<file path="src/rtl/ppu_pkg.sv">
// shared PPU definitions; only the background path is modelled, no sprite or window fields are decoded
package ppu_pkg;

    localparam logic [15:0] addr_lcdc = 16'hFF40;
    localparam logic [15:0] addr_stat = 16'hFF41;
    localparam logic [15:0] addr_scy  = 16'hFF42;
    localparam logic [15:0] addr_scx  = 16'hFF43;
    localparam logic [15:0] addr_ly   = 16'hFF44;
    localparam logic [15:0] addr_lyc  = 16'hFF45;

    localparam logic [15:0] map_base_0         = 16'h9800;
    localparam logic [15:0] map_base_1         = 16'h9C00;
    localparam logic [15:0] tile_base_unsigned = 16'h8000;
    localparam logic [15:0] tile_base_signed   = 16'h9000; // 8800 mode, tile 0 sits in the middle

    localparam int screen_width = 160;
    localparam int tile_px      = 8;
    localparam int map_tiles    = 32;
    localparam int tile_bytes   = 16;

    typedef enum logic [1:0] {
        mode_hblank   = 2'd0,
        mode_vblank   = 2'd1,
        mode_oam_scan = 2'd2,
        mode_draw     = 2'd3
    } ppu_mode_e; // same encoding as STAT[1:0]

    typedef struct packed {
        logic lcd_en;
        logic win_map;  // stored only
        logic win_en;   // stored only
        logic tile_sel; // 1 = 8000 unsigned, 0 = 8800 signed
        logic bg_map;   // 1 = 9C00
        logic obj_size; // stored only
        logic obj_en;   // stored only
        logic bg_en;
    } lcdc_flags_t;

    typedef union packed {
        logic [7:0]  raw;
        lcdc_flags_t flags;
    } lcdc_u;

    typedef struct packed {
        logic [15:0] addr;
        logic        wr;
        logic        rd;
        logic [7:0]  wdata;
    } mmio_bus_t;

    typedef struct packed {
        logic        rd;
        logic [15:0] addr;
    } vram_req_t;

    typedef struct packed {
        logic [7:0] plane_hi;
        logic [7:0] plane_lo;
    } tile_row_t;

    typedef struct packed {
        ppu_mode_e  mode;
        logic [7:0] ly;
        logic       draw_start; // high for the first draw cycle of a line
    } line_ctrl_t;

endpackage

</file>
<file path="src/rtl/bg_fetcher.sv">
// background tile fetcher; needs VRAM data exactly one cycle after rd, delivers a row 4 cycles after a trigger
`timescale 1ns/1ps

module bg_fetcher import ppu_pkg::*; (
    input  logic       clk,
    input  logic       rst,
    input  line_ctrl_t line_ctrl,
    input  lcdc_u      lcdc,
    input  logic [7:0] scx,
    input  logic [7:0] scy,
    input  logic       fetch_req,
    output vram_req_t  vram,
    input  logic [7:0] vram_data,
    output tile_row_t  row,
    output logic       row_valid
);

    localparam int max_fetch = screen_width / tile_px + 1; // one extra tile for fine scroll

    typedef enum logic [2:0] {st_idle, st_map, st_lo, st_hi, st_done} fetch_st_e;

    fetch_st_e   st;
    logic [4:0]  fetch_cnt;
    logic        in_draw;
    logic        trigger;
    logic [7:0]  bg_y;
    logic [4:0]  map_x;
    logic [15:0] map_addr;
    logic [15:0] tile_addr;
    logic [15:0] tile_addr_q;
    logic [7:0]  lo_q;

    assign in_draw = (line_ctrl.mode == mode_draw);
    assign trigger = line_ctrl.draw_start || (fetch_req && fetch_cnt < 5'(max_fetch));
    assign bg_y    = line_ctrl.ly + scy;           // wraps at 256
    assign map_x   = scx[7:3] + fetch_cnt;         // wraps at 32 tiles

    assign map_addr = (lcdc.flags.bg_map ? map_base_1 : map_base_0)
                    + 16'(bg_y[7:3]) * 16'(map_tiles) + 16'(map_x);

    // vram_data holds the tile number while in st_lo
    assign tile_addr = (lcdc.flags.tile_sel
                        ? tile_base_unsigned + {8'h00, vram_data} * 16'(tile_bytes)
                        : tile_base_signed + {{8{vram_data[7]}}, vram_data} * 16'(tile_bytes))
                     + {12'h000, bg_y[2:0], 1'b0};

    always_comb begin
        vram.rd   = in_draw && (st == st_map || st == st_lo || st == st_hi);
        vram.addr = map_addr;
        case (st)
            st_lo:   vram.addr = tile_addr;
            st_hi:   vram.addr = tile_addr_q + 16'd1;
            default: vram.addr = map_addr;
        endcase
    end

    always_ff @(posedge clk) begin
        if (rst || !in_draw) begin
            st        <= st_idle;
            fetch_cnt <= 5'd0;
        end else begin
            if (trigger) begin
                st <= st_map;
            end else begin
                case (st)
                    st_map:  st <= st_lo;
                    st_lo:   st <= st_hi;
                    st_hi:   st <= st_done;
                    default: st <= st_idle;
                endcase
            end
            if (st == st_done) begin
                fetch_cnt <= fetch_cnt + 5'd1;
            end
        end
    end

    always_ff @(posedge clk) begin
        if (st == st_lo) begin
            tile_addr_q <= tile_addr;
        end
        if (st == st_hi) begin
            lo_q <= vram_data;     // low plane returns here
        end
    end

    assign row_valid    = (st == st_done);
    assign row.plane_hi = lcdc.flags.bg_en ? vram_data : 8'h00;
    assign row.plane_lo = lcdc.flags.bg_en ? lo_q : 8'h00;

endmodule

</file>
<file path="src/rtl/lcd_timing.sv">
// dot and line sequencer; draw length is set by line_done, which must arrive before the line ends
`timescale 1ns/1ps

module lcd_timing import ppu_pkg::*; #(
    parameter int dots_per_line = 456,
    parameter int scan_dots     = 80,
    parameter int visible_lines = 144,
    parameter int total_lines   = 154
) (
    input  logic       clk,
    input  logic       rst,
    input  lcdc_u      lcdc,
    input  logic       line_done,
    output line_ctrl_t line_ctrl,
    output logic       irq_vblank
);

    logic [8:0] dot;
    logic [7:0] ly_next;

    assign ly_next = (line_ctrl.ly == 8'(total_lines - 1)) ? 8'd0 : line_ctrl.ly + 8'd1;

    always_ff @(posedge clk) begin
        if (rst || !lcdc.flags.lcd_en) begin
            dot                  <= 9'd0;
            line_ctrl.ly         <= 8'd0;
            line_ctrl.mode       <= mode_oam_scan;
            line_ctrl.draw_start <= 1'b0;
            irq_vblank           <= 1'b0;
        end else begin
            line_ctrl.draw_start <= 1'b0;
            irq_vblank           <= 1'b0;
            if (dot == 9'(dots_per_line - 1)) begin
                dot          <= 9'd0;
                line_ctrl.ly <= ly_next;
                if (ly_next >= 8'(visible_lines)) begin
                    line_ctrl.mode <= mode_vblank;
                end else begin
                    line_ctrl.mode <= mode_oam_scan;
                end
                irq_vblank <= (ly_next == 8'(visible_lines)); // first vblank line only
            end else begin
                dot <= dot + 9'd1;
                if (line_ctrl.mode == mode_oam_scan && dot == 9'(scan_dots - 1)) begin
                    line_ctrl.mode       <= mode_draw;
                    line_ctrl.draw_start <= 1'b1;
                end else if (line_ctrl.mode == mode_draw && line_done) begin
                    line_ctrl.mode <= mode_hblank;
                end
            end
        end
    end

endmodule

</file>
<file path="src/rtl/pixel_fifo.sv">
// one pending tile row plus an 8-pixel shifter; an incoming row must find the pending slot empty
`timescale 1ns/1ps

module pixel_fifo import ppu_pkg::*; (
    input  logic       clk,
    input  logic       rst,
    input  line_ctrl_t line_ctrl,
    input  tile_row_t  row,
    input  logic       row_valid,
    output logic       fetch_req,
    output logic [1:0] px,
    output logic       px_strobe
);

    tile_row_t  pend;
    logic       pend_valid;
    logic [7:0] sh_hi;
    logic [7:0] sh_lo;
    logic [3:0] sh_cnt;
    logic       active;
    logic       load;

    assign active    = (line_ctrl.mode == mode_draw) && !line_ctrl.draw_start;
    assign load      = active && pend_valid && (sh_cnt == 4'd0);
    assign fetch_req = load;                      // ask for the next tile as the slot frees
    assign px_strobe = active && (sh_cnt != 4'd0);
    assign px        = {sh_hi[7], sh_lo[7]};

    always_ff @(posedge clk) begin
        if (rst || line_ctrl.draw_start) begin
            pend_valid <= 1'b0;
            sh_cnt     <= 4'd0;
        end else begin
            if (load) begin
                pend_valid <= 1'b0;
                sh_cnt     <= 4'd8;
            end else if (px_strobe) begin
                sh_cnt <= sh_cnt - 4'd1;
            end
            if (row_valid) begin
                pend_valid <= 1'b1;
            end
        end
    end

    always_ff @(posedge clk) begin
        if (row_valid) begin
            pend <= row;
        end
        if (load) begin
            sh_hi <= pend.plane_hi;
            sh_lo <= pend.plane_lo;
        end else if (px_strobe) begin
            sh_hi <= {sh_hi[6:0], 1'b0};
            sh_lo <= {sh_lo[6:0], 1'b0};
        end
    end

endmodule

</file>
<file path="src/rtl/pixel_output.sv">
// drops SCX mod 8 leading pixels and forwards exactly 160 per line, registered
`timescale 1ns/1ps

module pixel_output import ppu_pkg::*; (
    input  logic       clk,
    input  logic       rst,
    input  line_ctrl_t line_ctrl,
    input  logic [7:0] scx,
    input  logic [1:0] px,
    input  logic       px_strobe,
    output logic [1:0] px_out,
    output logic       px_valid,
    output logic       line_done
);

    logic [7:0] in_cnt;   // pixels seen since draw_start
    logic [7:0] out_cnt;  // visible pixels forwarded
    logic       keep;

    assign keep = px_strobe && (in_cnt >= {5'd0, scx[2:0]}) && (out_cnt < 8'(screen_width));

    always_ff @(posedge clk) begin
        if (rst || line_ctrl.draw_start) begin
            in_cnt    <= 8'd0;
            out_cnt   <= 8'd0;
            px_valid  <= 1'b0;
            line_done <= 1'b0;
        end else begin
            if (px_strobe) begin
                in_cnt <= in_cnt + 8'd1;
            end
            if (keep) begin
                out_cnt <= out_cnt + 8'd1;
            end
            px_valid  <= keep;
            line_done <= px_valid && (out_cnt == 8'(screen_width)); // after the last pixel
        end
    end

    always_ff @(posedge clk) begin
        if (keep) begin
            px_out <= px;
        end
    end

endmodule

</file>
<file path="src/rtl/ppu_regs.sv">
// PPU register file at FF40-FF45; reads are combinational and any other address returns FF
`timescale 1ns/1ps

module ppu_regs import ppu_pkg::*; (
    input  logic       clk,
    input  logic       rst,
    input  mmio_bus_t  mmio,
    output logic [7:0] rdata,
    input  line_ctrl_t line_ctrl,
    output lcdc_u      lcdc,
    output logic [7:0] scx,
    output logic [7:0] scy,
    output logic       irq_lcdc
);

    logic [7:0] lyc;
    logic [3:0] stat_en;  // STAT bits 6:3
    logic       coinc;
    logic       stat_cond;
    logic       stat_prev;
    logic [7:0] stat_rd;

    assign coinc   = (line_ctrl.ly == lyc);
    assign stat_rd = {1'b1, stat_en, coinc, line_ctrl.mode};

    always_ff @(posedge clk) begin
        if (rst) begin
            lcdc.raw <= 8'h00;
            scy      <= 8'h00;
            scx      <= 8'h00;
            lyc      <= 8'h00;
            stat_en  <= 4'h0;
        end else if (mmio.wr) begin
            case (mmio.addr)
                addr_lcdc: lcdc.raw <= mmio.wdata;
                addr_stat: stat_en  <= mmio.wdata[6:3]; // low bits are status only
                addr_scy:  scy      <= mmio.wdata;
                addr_scx:  scx      <= mmio.wdata;
                addr_lyc:  lyc      <= mmio.wdata;
                default:   ;                            // LY and unmapped ignore writes
            endcase
        end
    end

    always_comb begin
        rdata = 8'hFF;
        if (mmio.rd) begin
            case (mmio.addr)
                addr_lcdc: rdata = lcdc.raw;
                addr_stat: rdata = stat_rd;
                addr_scy:  rdata = scy;
                addr_scx:  rdata = scx;
                addr_ly:   rdata = line_ctrl.ly;
                addr_lyc:  rdata = lyc;
                default:   rdata = 8'hFF;
            endcase
        end
    end

    // combined STAT line, bit 6 lyc, bit 5 oam, bit 4 vblank, bit 3 hblank
    assign stat_cond = lcdc.flags.lcd_en &&
                       ((stat_en[3] && coinc) ||
                        (stat_en[0] && line_ctrl.mode == mode_hblank) ||
                        (stat_en[2] && line_ctrl.mode == mode_oam_scan) ||
                        (stat_en[1] && line_ctrl.mode == mode_vblank));

    always_ff @(posedge clk) begin
        if (rst) begin
            stat_prev <= 1'b0;
        end else begin
            stat_prev <= stat_cond;
        end
    end

    assign irq_lcdc = stat_cond && !stat_prev; // rising edge only

endmodule

</file>
<file path="src/rtl/ppu_top.sv">
// background-only PPU top; VRAM must answer one cycle after rd, timing parameters go to lcd_timing
`timescale 1ns/1ps

module ppu_top import ppu_pkg::*; #(
    parameter int dots_per_line = 456,
    parameter int scan_dots     = 80,
    parameter int visible_lines = 144,
    parameter int total_lines   = 154
) (
    input  logic       clk,
    input  logic       rst,
    input  mmio_bus_t  mmio,
    output logic [7:0] rdata,
    output logic       irq_vblank,
    output logic       irq_lcdc,
    output ppu_mode_e  ppu_mode,
    output vram_req_t  vram,
    input  logic [7:0] vram_data,
    output logic [1:0] px,
    output logic       px_valid
);

    line_ctrl_t line_ctrl;
    lcdc_u      lcdc;
    logic [7:0] scx;
    logic [7:0] scy;
    tile_row_t  row;
    logic       row_valid;
    logic       fetch_req;
    logic [1:0] fifo_px;
    logic       px_strobe;
    logic       line_done;

    assign ppu_mode = line_ctrl.mode;

    ppu_regs u_regs (
        .clk(clk), .rst(rst), .mmio(mmio), .rdata(rdata), .line_ctrl(line_ctrl),
        .lcdc(lcdc), .scx(scx), .scy(scy), .irq_lcdc(irq_lcdc)
    );

    lcd_timing #(
        .dots_per_line(dots_per_line), .scan_dots(scan_dots),
        .visible_lines(visible_lines), .total_lines(total_lines)
    ) u_timing (
        .clk(clk), .rst(rst), .lcdc(lcdc), .line_done(line_done),
        .line_ctrl(line_ctrl), .irq_vblank(irq_vblank)
    );

    bg_fetcher u_fetcher (
        .clk(clk), .rst(rst), .line_ctrl(line_ctrl), .lcdc(lcdc), .scx(scx), .scy(scy),
        .fetch_req(fetch_req), .vram(vram), .vram_data(vram_data),
        .row(row), .row_valid(row_valid)
    );

    pixel_fifo u_fifo (
        .clk(clk), .rst(rst), .line_ctrl(line_ctrl), .row(row), .row_valid(row_valid),
        .fetch_req(fetch_req), .px(fifo_px), .px_strobe(px_strobe)
    );

    pixel_output u_output (
        .clk(clk), .rst(rst), .line_ctrl(line_ctrl), .scx(scx), .px(fifo_px),
        .px_strobe(px_strobe), .px_out(px), .px_valid(px_valid), .line_done(line_done)
    );

endmodule

</file>
<file path="config.mk">
export PLATFORM = sky130hd
export DESIGN_NAME = ppu_top
export DESIGN_NICKNAME = d
export VERILOG_FILES = /design/src/rtl/ppu_pkg.sv /design/src/rtl/bg_fetcher.sv /design/src/rtl/lcd_timing.sv /design/src/rtl/pixel_fifo.sv /design/src/rtl/pixel_output.sv /design/src/rtl/ppu_regs.sv /design/src/rtl/ppu_top.sv
export SDC_FILE = /design/constraint.sdc
export NUM_CORES = 1
export LEC_CHECK = 0
export BUFFER_PORTS_ARGS = -buffer_cell sky130_fd_sc_hd__buf_2
export CAP_MARGIN = 20
export CELL_PAD_IN_SITES_DETAIL_PLACEMENT = 0
export CELL_PAD_IN_SITES_GLOBAL_PLACEMENT = 1
export CORE_ASPECT_RATIO = 2
export CORE_MARGIN = 2
export CORE_UTILIZATION = 47
export DETAILED_ROUTE_END_ITERATION = 7
export PLACE_DENSITY = 0.89
export SLEW_MARGIN = 20
export SYNTH_ARGS = -nofsm -noshare
export SYNTH_HDL_FRONTEND = slang
export SYNTH_SLANG_ARGS = --single-unit
</file>
<file path="constraint.sdc">
create_clock -name clk -period 2.5 [get_ports clk]
set_input_delay 0.125 -clock clk [delete_from_list [all_inputs] [get_ports clk]]
set_output_delay 0.125 -clock clk [all_outputs]
set_load 0.02 [all_outputs]
</file>
==> parameters.txt, run 1 <==
Parameter                              Value

Synth
  Netlist area before placement ... 7150 µm²
  Commonest register cell after synthesis ... dfxtp_1
  Ys async rst share ... 0
  Yosys cell types ... 71
  Number of storage elements in the synthesis netlist ... 143
  Leading cell types by total area after synthesis ... dfxtp_1 (25%), edfxtp_1 (23%), mux2i_1 (6.9%), ha_1 (4.0%), nor2_1 (3.6%)
  Most frequently used cell type in the post-synthesis netlist ... dfxtp_1
  Leading cell types by count after synthesis ... dfxtp_1 (89), nor2_1 (68), edfxtp_1 (54), mux2i_1 (49), nand2_1 (49)
  Count of mapped cells out of synthesis ... 706
  Number of enable-type register cells in the synthesized netlist ... 54
  Seq/Total Area, Yosys ... 0.476
  Post-Syn Area per Cell ... 10.1 µm²
  Cell taking the most area after synthesis ... dfxtp_1
  Area share of the largest cell type after synthesis ... 0.249
  Total of warnings raised by yosys ... 0

Floorplanning
  Rows ... 63
  Count of pins on the block boundary ... 68
  Die footprint ... 16,300 µm²
  Area of the core region ... 14,800 µm²
  Starting utilization of the core area ... 0.482
  Vert. Die Dim ... 178 µm
  Width of the die ... 91.2 µm

CTS
  # clock sinks ... 143
  Num CTS Buffers ... 17
  CTS Root Buffer Type ... clkbuf_16
  TritonCTS clock tree ... built
  Clock-pin slew on the worst setup and hold paths ... 70 ps
  H-tree levels ... 4
  Deepest clock path buffer count ... 2
  Clock insertion delay at the later pin of the skew report ... 420 ps

Route
  Vias per std cell ... 5.80
  Routed wire length ... 18.8 mm
  Number of detailed-route iterations in the first pass ... 5
  Iteration-0 DRC Markers ... 322
  Routed Antenna Nets ... 0
  Wirelength per Cell ... 19.0 µm
  Number of vias after detailed routing ... 5,750
  DRC errors left ... 0

Pwr
  Pwr Density ... 594 nW/µm²
  Worst IR Drop VDD ... 0.473 mV
  Total power ... 5.03 mW
  Leakage power of the design ... 3.26 nW

Setup path
  Crit path buf inv count ... 1
  Class of the most critical setup path ... reg2out
  Setup slack of the worst register-to-register path ... 410 ps
  Data arrival time of the worst path ... 2260 ps
  Worst-path cell chain ... ha_1 > or3_1 > o211ai_1 > xnor2_1 > a21oi_1 > buf_2
  Kind of capture point of the worst setup path ... output port
  Crit path launch type ... flop
  Depth of the worst register-to-register path ... 4
  Top Family by Delay on Critical Path ... flip-flops
  Maximum net fanout on the critical path ... 11
  Crit path largest cell delay ... 500 ps
  Worst path slowest cell ... dfxtp_2
  Stages on the worst setup path ... 6
  WP data required ... 2380 ps

STA
  Final setup slack of the worst path ... 114 ps
  Setup repair after global routing missed its margin ... false
  Clock period minus worst slack ... 2390 ps
  Relative slew margins ... 0.333
  Final setup viols ... 0
  Final worst hold slack ... 37.7 ps
  Clock Skews ... 10.0 ps
  Fmax achieved ... 419 MHz
  Transition time of the tightest slew-check pin ... 999 ps
  Number of pins with negative max-slew slack in the final report ... 0
  Share of the cycle needed by the critical path after routing ... 0.954
  Final number of hold-violating endpoints ... 0

Flow run
  Max-cap violations ... 0

Global routing
  Global-route wire length before repair ... 29.7 mm
  Vias in the first global route ... 5,847
  Initial antenna violation count ... 0
  Maximum number of pins on one net before global-route repair ... 41
  Overflow left after global routing ... 0
  GRT Util Overall ... 0.237

Worst hold path
  Worst Hold Class ... in2reg
  Hold path cells ... 3

Placement
  Post-detailed-placement cell area ... 7700 µm²
  Placement-stage worst setup slack ... 223 ps
  Half-perimeter wire length after detailed placement ... 14.3 mm
  Count of input and output buffers ... 64
  Final GP Congestion ... 0.940

Outcome
  Result of the run ... finished clean

Final layout
  Number of antenna diodes ... 0
  Cell area after layout ... 8460 µm²
  Share of cells above drive strength 1 ... 0.214
  Layout-stage area growth over the synthesis result ... 18.4%
  Layout fillers ... 1,368
  Nets@finish ... 844
worst register-to-register path: stages (launching register included):
cell,delay [ps]
dfxtp_1,590
nand4b_1,220
nor4b_2,350
buf_4,300
mux2_2,380
cell type report:
type | count | area (µm²) | share of cell area
Inverter | 14 | 52.6 | 0.00621
Tap cell | 195 | 244 | 0.0288
Clock buffer | 18 | 429 | 0.0507
Clock inverter | 14 | 158 | 0.0186
Multi-Input combinational cell | 510 | 3570 | 0.422
Timing Repair Buffer | 97 | 597 | 0.0705
Sequential cell | 143 | 3410 | 0.403
power by group:
part	switching, mW	internal (mW)
clock network	1.02	1.48
logic	0.0794	0.0463
registers	0.00000608	2.40
total	1.10	3.93
routing by layer:
metal / track usage / part of all wire / up-vias
li1: - / - / 2694
met1: 0.225 / 0.35 / 2774
met2: 0.458 / 0.56 / 209
met3: 0.0460 / 0.041 / 73
met4: 0.143 / 0.056 / 0
met5: 0 / 0 / -
path summary, 6_finish.rpt:
kind | to | from
hold reg to reg | u_output.px_out[1]$_DFFE_PP_ | u_fifo.sh_hi[7]$_DFFE_PP_
setup reg to reg | u_fifo.sh_hi[6]$_DFFE_PP_ | u_timing.line_ctrl[9]$_SDFFE_PP0P_
hold / removal | u_regs.scy[0]$_SDFFE_PP0P_ | mmio[0]
setup / recovery | vram[9] | u_timing.line_ctrl[6]$_SDFFE_PP0N_
through the flow:
step                utilization  TNS [ps]  instances
finish                    0.571         0        991
global route              0.571         0        991
CTS                       0.566     -99.2        988
detailed placement        0.520         0        948
global placement          0.520         0        948
floorplan                     -         0        707
cell usage in the layout, fill, tap and decap left out, types with 4 or more instances in the layout:
| cell type | count |
|---|---|
| mux2_2 | 21 |
| dfxtp_1 | 82 |
| dfxtp_2 | 6 |
| and2_1 | 22 |
| nand4b_1 | 5 |
| nor4_1 | 6 |
| xnor2_1 | 21 |
| nand2b_1 | 6 |
| nor3_1 | 11 |
| and3_1 | 10 |
| xor2_1 | 21 |
| edfxtp_1 | 54 |
| o221ai_1 | 6 |
| o21ai_0 | 20 |
| mux2i_1 | 49 |
| nor2_1 | 68 |
| nand4_1 | 8 |
| a31oi_1 | 4 |
| dlygate4sd3_1 | 8 |
| clkinv_4 | 5 |
| ha_1 | 21 |
| a21oi_1 | 40 |
| buf_2 | 62 |
| nor2b_1 | 4 |
| or2_2 | 4 |
| clkbuf_16 | 17 |
| buf_4 | 26 |
| nand2_1 | 49 |
| a21o_1 | 5 |
| inv_1 | 14 |
| or3_1 | 7 |
| nand3_1 | 35 |
state kept, by name, indices dropped and copies added (netlist names), 5 cells and up:
register	cells
u_fifo.sh_hi	8
u_timing.line_ctrl	11
u_fetcher.lo_q	8
u_regs.lyc	8
u_output.in_cnt	8
u_regs.lcdc	8
u_fifo.sh_lo	8
u_regs.scx	8
u_output.out_cnt	8
u_regs.scy	8
u_timing.dot	9
u_fetcher.fetch_cnt	5
u_fetcher.tile_addr_q	12
u_fifo.pend	16
what timing repair did:
item / 4_1_cts / 5_1_grt
hold endpoints to repair: 16 / 0
pin swaps: 0 / 3
gates resized for setup: 9 / 12
buffers inserted: 0 / 3
hold buffers: 8 / 0
setup endpoints to repair: 5 / 4
kinds of logic (layout without fill, tap and decap cells):
kind of cell | count (synthesis) | after routing | synth area share
simple gates | 263 | 263 | 0.195
flops | 143 | 143 | 0.476
fa+ha+maj | 25 | 25 | 0.0459
mux | 70 | 70 | 0.102
compound gates | 107 | 107 | 0.0958
xor+xnor | 42 | 42 | 0.0515
other cells | 2 | 3 | 0.00105
buf+inv | 54 | 143 | 0.0327
Note: power is estimated with default switching activity, not from simulation.
==> run 2: changes to the inputs <==
SETUP_SLACK_MARGIN = 0.15   (was not set)
==> parameters.txt, run 2 (synthesized netlist as in run 1, its figures left out) <==
Parameter                              Value

Final layout
  Layout-stage area growth over the synthesis result ... 20.2%
  Number of antenna diodes ... 0 (unchanged)
  Nets@finish ... 849 (+0.59%)
  Number of non-filler instances in the completed layout ... 996 (+0.50%)
  Commonest non-fill, non-tap cell in the layout ... dfxtp_1
  Share of cells above drive strength 1 ... 0.230 (+0.0161)
  Largest registers ... u_fifo.pend x16, u_fetcher.tile_addr_q x12, u_timing.line_ctrl x11
  Leading cell types in the layout, fill and taps excluded ... dfxtp_1 (80), nor2_1 (68), buf_2 (61)
  Cell area after layout ... 8590 µm² (+1.5%)
  Flip-flop count of the largest register after layout ... 16 (unchanged)
  Largest Register ... u_fifo.pend

Route
  Number of detailed-route iterations in the first pass ... 5 (unchanged)
  Routed wire length ... 18.9 mm (+0.32%)
  Iteration-0 DRC Markers ... 304 (-5.6%)
  DRC errors left ... 0 (unchanged)
  Number of vias after detailed routing ... 5,750 (unchanged)
  Routed Antenna Nets ... 0 (unchanged)
  Vias per std cell ... 5.77 (-0.50%)
  Wirelength per Cell ... 18.9 µm (-0.18%)

STA
  Number of pins with negative max-slew slack in the final report ... 0 (unchanged)
  Transition time of the tightest slew-check pin ... 995 ps (-3.38 ps)
  Clock Skews ... 9.45 ps (-0.578 ps)
  Total Negative Setup Slacks ... 0 ps (unchanged)
  Final setup viols ... 0 (unchanged)
  Fmax achieved ... 427 MHz (+1.8%)
  Share of the cycle needed by the critical path after routing ... 0.938 (-0.0167)
  Relative slew margins ... 0.335 (+0.00226)
  Final number of hold-violating endpoints ... 0 (unchanged)
  Clock period minus worst slack ... 2340 ps (-41.7 ps)
  Setup repair after global routing missed its margin ... true

Flow run
  Max-cap violations ... 0 (unchanged)

CTS
  CTS Root Buffer Type ... clkbuf_16
  TritonCTS clock tree ... built
  Num CTS Buffers ... 17 (unchanged)
  Clock insertion delay at the later pin of the skew report ... 420 ps (about the same)
  # clock sinks ... 143 (unchanged)
  Deepest clock path buffer count ... 2 (unchanged)
  Clock-pin slew on the worst setup and hold paths ... 60 ps (about the same)
  H-tree levels ... 4 (unchanged)

Setup path
  Launch instance of the worst register-to-register path ... u_timing.line_ctrl[9]$_SDFFE_PP0P_
  Setup slack of the worst register-to-register path ... 410 ps (about the same)
  Kind of capture point of the worst setup path ... output port
  Crit path launch type ... flop
  Critical path startpoint ... u_regs.scy[0]$_SDFFE_PP0P_
  Maximum net fanout on the critical path ... 2 (-9)
  WP data required ... 2380 ps (about the same)
  Data arrival time of the worst path ... 2220 ps (-40 ps)
  Class of the most critical setup path ... reg2out

Worst hold path
  Worst Hold Class ... in2reg
  HP Start ... mmio[1]

Outcome
  Result of the run ... finished clean

Global routing
  Maximum number of pins on one net before global-route repair ... 41 (unchanged)
  Global-route wire length before repair ... 29.7 mm (+0.14%)
  Initial antenna violation count ... 0 (unchanged)
  GRT Util Overall ... 0.237 (+0.000448)
  Overflow left after global routing ... 0 (unchanged)
  Vias in the first global route ... 5,864 (+0.29%)

Floorplanning
  Vert. Die Dim ... 178 µm (unchanged)
  Area of the core region ... 14,800 µm² (unchanged)
  Count of pins on the block boundary ... 68 (unchanged)
  Starting utilization of the core area ... 0.482 (unchanged)
  Width of the die ... 91.2 µm (unchanged)
  Rows ... 63 (unchanged)
  Die footprint ... 16,300 µm² (unchanged)

Placement
  Number of placed instances with taps included ... 948 (unchanged)
  Half-perimeter wire length after detailed placement ... 14.3 mm (unchanged)
  Final GP Congestion ... 0.940 (unchanged)
  Count of input and output buffers ... 64 (unchanged)
  Post-detailed-placement cell area ... 7700 µm² (unchanged)

Pwr
  Worst IR Drop VDD ... 0.473 mV (-0.14%)
  Pwr Density ... 585 nW/µm² (-1.6%)
  Leakage power of the design ... 3.29 nW (+0.80%)
==> run 2: changes by cell type in the layout (fill, tap and decap cells not counted), sizes merged <==
| cell | change |
|---|---|
| buf | +5 |
==> run 2: per-layer routing <==
layer / routed length (µm) / global-route usage / vias up
li1: - / - / 2703
met1: 6560 / 0.224 / 2771
met2: 10300 / 0.451 / 190
met3: 722 / 0.0465 / 86
met4: 1250 / 0.162 / 0
met5: 0 / 0 / -
==> run 2: final timing paths <==
kind,cells past startpoint,end
max,8,vram[6]
min,3,u_regs.lcdc[1]$_SDFFE_PP0P_
max reg2reg,4,u_fifo.sh_hi[6]$_DFFE_PP_
min reg2reg,0,u_output.px_out[1]$_DFFE_PP_
==> run 2: worst max-delay path, cell delays in order, from the launching register on <==
cell     delay, ps
dfxtp_4        350
ha_4           170
fa_2           390
a21o_1         170
a21o_1         180
xor2_1         180
nor2_1          60
a21oi_1        140
buf_4          160
==> run 2: through the flow <==
stage / hold slack [ps] / worst slack [ps] / utilization / total power [mW]
after floorplan: 224 / 189 / - / 2.51
after global placement: 340 / 267 / 0.520 / 2.57
after detailed placement: 344 / 223 / 0.520 / 2.57
after CTS: 16.1 / 108 / 0.572 / 5.06
after global routing: 37.5 / 69.3 / 0.580 / 5.15
final: 34.3 / 155 / 0.580 / 5.03
==> run 2: what timing repair did <==
| action | 4_1_cts | 5_1_grt |
|---|---|---|
| hold buffers | 8 | 0 |
| setup endpoints to repair | 6 | 8 |
| hold endpoints to repair | 16 | 0 |
| gates resized for setup | 26 | 13 |
| buffers inserted | 2 | 6 |
| pin swaps | 4 | 8 |
==> run 2: cell type report <==
cell class                      instances  area, µm²
Clock inverter                         14        158
Multi-Input combinational cell        510       3640
Clock buffer                           18        429
Fill cell                            1349       6230
Sequential cell                       143       3430
Inverter                               14       52.6
Timing Repair Buffer                  102        637
Tap cell                              195        244
==> run 2: power breakdown <==
part / leakage (nW) / internal (mW) / switching [mW]
sequential: 1.15 / 2.40 / 0.00000628
combinational: 1.86 / 0.0463 / 0.0788
clock: 0.281 / 1.48 / 1.02
total: 3.29 / 3.93 / 1.10
==> run 3: changes to the inputs <==
ABC_AREA = 1   (was not set)
CORE_UTILIZATION = 44   (was 47)
PLACE_DENSITY = 0.88   (was 0.89)
==> parameters.txt, run 3 <==
Parameter                              Value

Global routing
  Vias in the first global route ... 6,391 (+9.0%)
  Global-route wire length before repair ... 31.7 mm (+6.6%)
  GRT Util Overall ... 0.234 (-0.00323)
  Initial antenna violation count ... 0 (unchanged)
  Overflow left after global routing ... 0 (unchanged)
  Maximum number of pins on one net before global-route repair ... 32 (-22%)

Pwr
  Leakage power of the design ... 3.66 nW (+11%)
  Worst IR Drop VDD ... 0.344 mV (-27%)
  Total power ... 5.05 mW (+0.46%)
  Pwr Density ... 589 nW/µm² (+0.62%)

CTS
  Deepest clock path buffer count ... 2 (unchanged)
  Setup bufs post-CTS ... 0 (-2)
  Clock insertion delay at the later pin of the skew report ... 420 ps (about the same)
  CTS Root Buffer Type ... clkbuf_16
  H-tree levels ... 4 (unchanged)
  TritonCTS clock tree ... built
  Clock-pin slew on the worst setup and hold paths ... 60 ps (about the same)
  Num CTS Buffers ... 17 (unchanged)
  # clock sinks ... 143 (unchanged)

Setup path
  Kind of capture point of the worst setup path ... output port
  Crit path launch type ... flop
  Data arrival time of the worst path ... 2140 ps (-80 ps)
  Endpoint of the lowest-slack register-to-register path ... u_output.out_cnt[7]$_SDFFE_PP0P_
  Maximum net fanout on the critical path ... 6 (+4)
  Depth of the worst register-to-register path ... 9 (+5)
  Launch instance of the worst register-to-register path ... u_regs.scx[0]$_SDFFE_PP0P_
  Setup slack of the worst register-to-register path ... 690 ps (+280 ps)
  Class of the most critical setup path ... reg2out
  WP data required ... 2380 ps (about the same)

Placement
  Final GP Congestion ... 1.04 (+10%)
  Placement-stage worst setup slack ... 455 ps (+232 ps)
  Half-perimeter wire length after detailed placement ... 15.3 mm (+6.9%)
  Count of input and output buffers ... 64 (unchanged)

STA
  Final setup slack of the worst path ... 234 ps (+78.7 ps)
  Total Negative Setup Slacks ... 0 ps (unchanged)
  Share of the cycle needed by the critical path after routing ... 0.906 (-0.0315)
  Final number of hold-violating endpoints ... 0 (unchanged)
  Number of pins with negative max-slew slack in the final report ... 0 (unchanged)
  Relative slew margins ... 0.434 (+0.0990)
  Setup repair after global routing missed its margin ... true
  Clock Skews ... 7.93 ps (-1.52 ps)
  Transition time of the tightest slew-check pin ... 848 ps (-147 ps)
  Final setup viols ... 0 (unchanged)
  Clock period minus worst slack ... 2270 ps (-78.7 ps)
  Fmax achieved ... 441 MHz (+3.5%)

Synth
  Number of storage elements in the synthesis netlist ... 143 (unchanged)
  Total of warnings raised by yosys ... 0 (unchanged)
  Netlist area before placement ... 7360 µm² (+2.9%)
  Main combinational cell family by area after synthesis ... simple AND/OR/NAND/NOR gates
  Leading cell types by count after synthesis ... nand2_1 (190), inv_1 (124), dfxtp_1 (89), nand3_1 (88), nor2_1 (88)
  Number of enable-type register cells in the synthesized netlist ... 54 (unchanged)
  Post-Syn Area per Cell ... 7.83 µm² (-23%)
  Seq/Total Area, Yosys ... 0.463 (-0.0136)
  Synth Area in Simple Gates ... 0.272 (+0.0767)
  Count of mapped cells out of synthesis ... 939 (+33%)
  Share of the synthesized netlist area taken by xor and xnor gates ... 0.0202 (-0.0312)
  Ys async rst share ... 0 (unchanged)
  Adder and majority gate portion of the synthesized area ... 0.0446 (-0.00131)
  Share of synthesized area spent on multiplexers ... 0 (-0.102)
  Commonest register cell after synthesis ... dfxtp_1
  Cell taking the most area after synthesis ... dfxtp_1
  Leading cell types by total area after synthesis ... dfxtp_1 (24%), edfxtp_1 (22%), nand2_1 (9.7%), inv_1 (6.3%), nand3_1 (6.0%)
  Yosys cell types ... 43 (-39%)
  Most frequently used cell type in the post-synthesis netlist ... nand2_1
  Synthesized-area fraction occupied by ao, oa, aoi and oai cells ... 0.111 (+0.0150)
  Area share of the largest cell type after synthesis ... 0.242 (-0.00712)

Final layout
  Leading cell types in the layout, fill and taps excluded ... nand2_1 (190), inv_1 (124), nand3_1 (88)
  Nets@finish ... 1,076 (+27%)
  Flip-flop count of the largest register after layout ... 16 (unchanged)
  Largest registers ... u_fifo.pend x16, u_fetcher.tile_addr_q x12, u_timing.line_ctrl x11
  Area occupied by multi-input gates ... 3320 µm² (-8.9%)
  Largest Register ... u_fifo.pend
  Layout fillers ... 1,620 (+20%)
  Number of antenna diodes ... 0 (unchanged)
  Share of cells above drive strength 1 ... 0.144 (-0.0857)
  Layout-stage area growth over the synthesis result ... 16.6%
  Commonest non-fill, non-tap cell in the layout ... nand2_1
  Area of all sequential standard cells ... 3410 µm² (-0.55%)

Floorplanning
  Rows ... 66 (+4.8%)
  Vert. Die Dim ... 187 µm (+4.8%)
  Die footprint ... 17,800 µm² (+9.6%)
  Starting utilization of the core area ... 0.450 (-0.0323)
  Width of the die ... 95.4 µm (+4.6%)
  Area of the core region ... 16,400 µm² (+10%)
  Count of pins on the block boundary ... 68 (unchanged)

Worst hold path
  Worst Hold Class ... in2reg
  End of the worst hold path ... u_regs.lcdc[2]$_SDFFE_PP0P_
  Hold path cells ... 3 (unchanged)
  HP Start ... mmio[2]

Route
  Routed wire length ... 20.2 mm (+6.9%)
  Iteration-0 DRC Markers ... 293 (-3.6%)
  Wirelength per Cell ... 16.4 µm (-14%)
  Number of vias after detailed routing ... 6,483 (+13%)
  Vias per std cell ... 5.26 (-8.8%)
  DRC errors left ... 0 (unchanged)
  Routed Antenna Nets ... 0 (unchanged)
  Number of detailed-route iterations in the first pass ... 5 (unchanged)

Flow run
  Max-cap violations ... 0 (unchanged)

Outcome
  Result of the run ... finished clean
## run 3: per-layer routing
| metal | track usage | wire, µm | vias up |
|---|---|---|---|
| li1 | - | - | 3271 |
| met1 | 0.229 | 7150 | 2953 |
| met2 | 0.430 | 10900 | 188 |
| met4 | 0.152 | 1270 | 0 |
| met3 | 0.0423 | 818 | 71 |
| met5 | 0 | 0 | - |
## run 3: critical path, stage by stage, from the launching register on
cell and delay [ps]:
dfxtp_2 360, ha_2 210, fa_2 370, nand4_1 110
o211ai_1 100, or2_2 280, nand3_1 70, nand2_1 60
buf_2 160
## run 3: report_power, final
part	switching [mW]	total, mW	leakage, nW	internal [mW]
Combinational	0.0973	0.144	2.19	0.0470
Clock	1.00	2.50	0.284	1.50
Sequential	0.00000879	2.40	1.19	2.40
## run 3: worst max-delay path by stage
stage,from,endpoint,slack (ps),cells past startpoint
2_1_floorplan,u_regs.scx[3]$_SDFFE_PP0P_,vram[4],660,7
3_3_place_gp,mmio[17],rdata[1],420,11
3_5_place_dp,mmio[17],rdata[1],450,11
5_1_grt,u_timing.line_ctrl[3]$_SDFFE_PP0N_,vram[9],60,11
4_1_cts,u_timing.line_ctrl[6]$_SDFFE_PP0N_,vram[8],150,9
6_report,u_timing.line_ctrl[1]$_SDFFE_PP0N_,vram[8],230,8
## run 3: cells by family after synthesis
family / Yosys count
xor+xnor: 17
flops: 143
compound gates: 152
buf+inv: 161
simple gates: 439
other cells: 2
fa+ha+maj: 25
## run 3: what timing repair did
| item | 4_1_cts | 5_1_grt |
|---|---|---|
| setup endpoints to repair | 1 | 5 |
| pin swaps | 0 | 1 |
| gates resized for setup | 2 | 11 |
| hold buffers | 8 | 0 |
| hold endpoints to repair | 16 | 0 |
## run 3: per-stage QoR
stage	hold slack [ps]	std cells	util	cell area, µm²
2_1_floorplan	224	940	-	7360
3_3_place_gp	355	1192	0.483	7890
3_5_place_dp	357	1192	0.483	7890
4_1_cts	16.2	1232	0.523	8560
5_1_grt	35.0	1232	0.525	8580
6_report	26.0	1232	0.525	8580
## run 3: cell type report
cell class | instances | area share
clock inverters | 13 | 0.0160
flip-flops and latches | 143 | 0.398
clock buffers | 19 | 0.0516
multi-input cells | 636 | 0.387
inverters | 129 | 0.0570
repair buffers | 88 | 0.0613
well taps | 204 | 0.0298
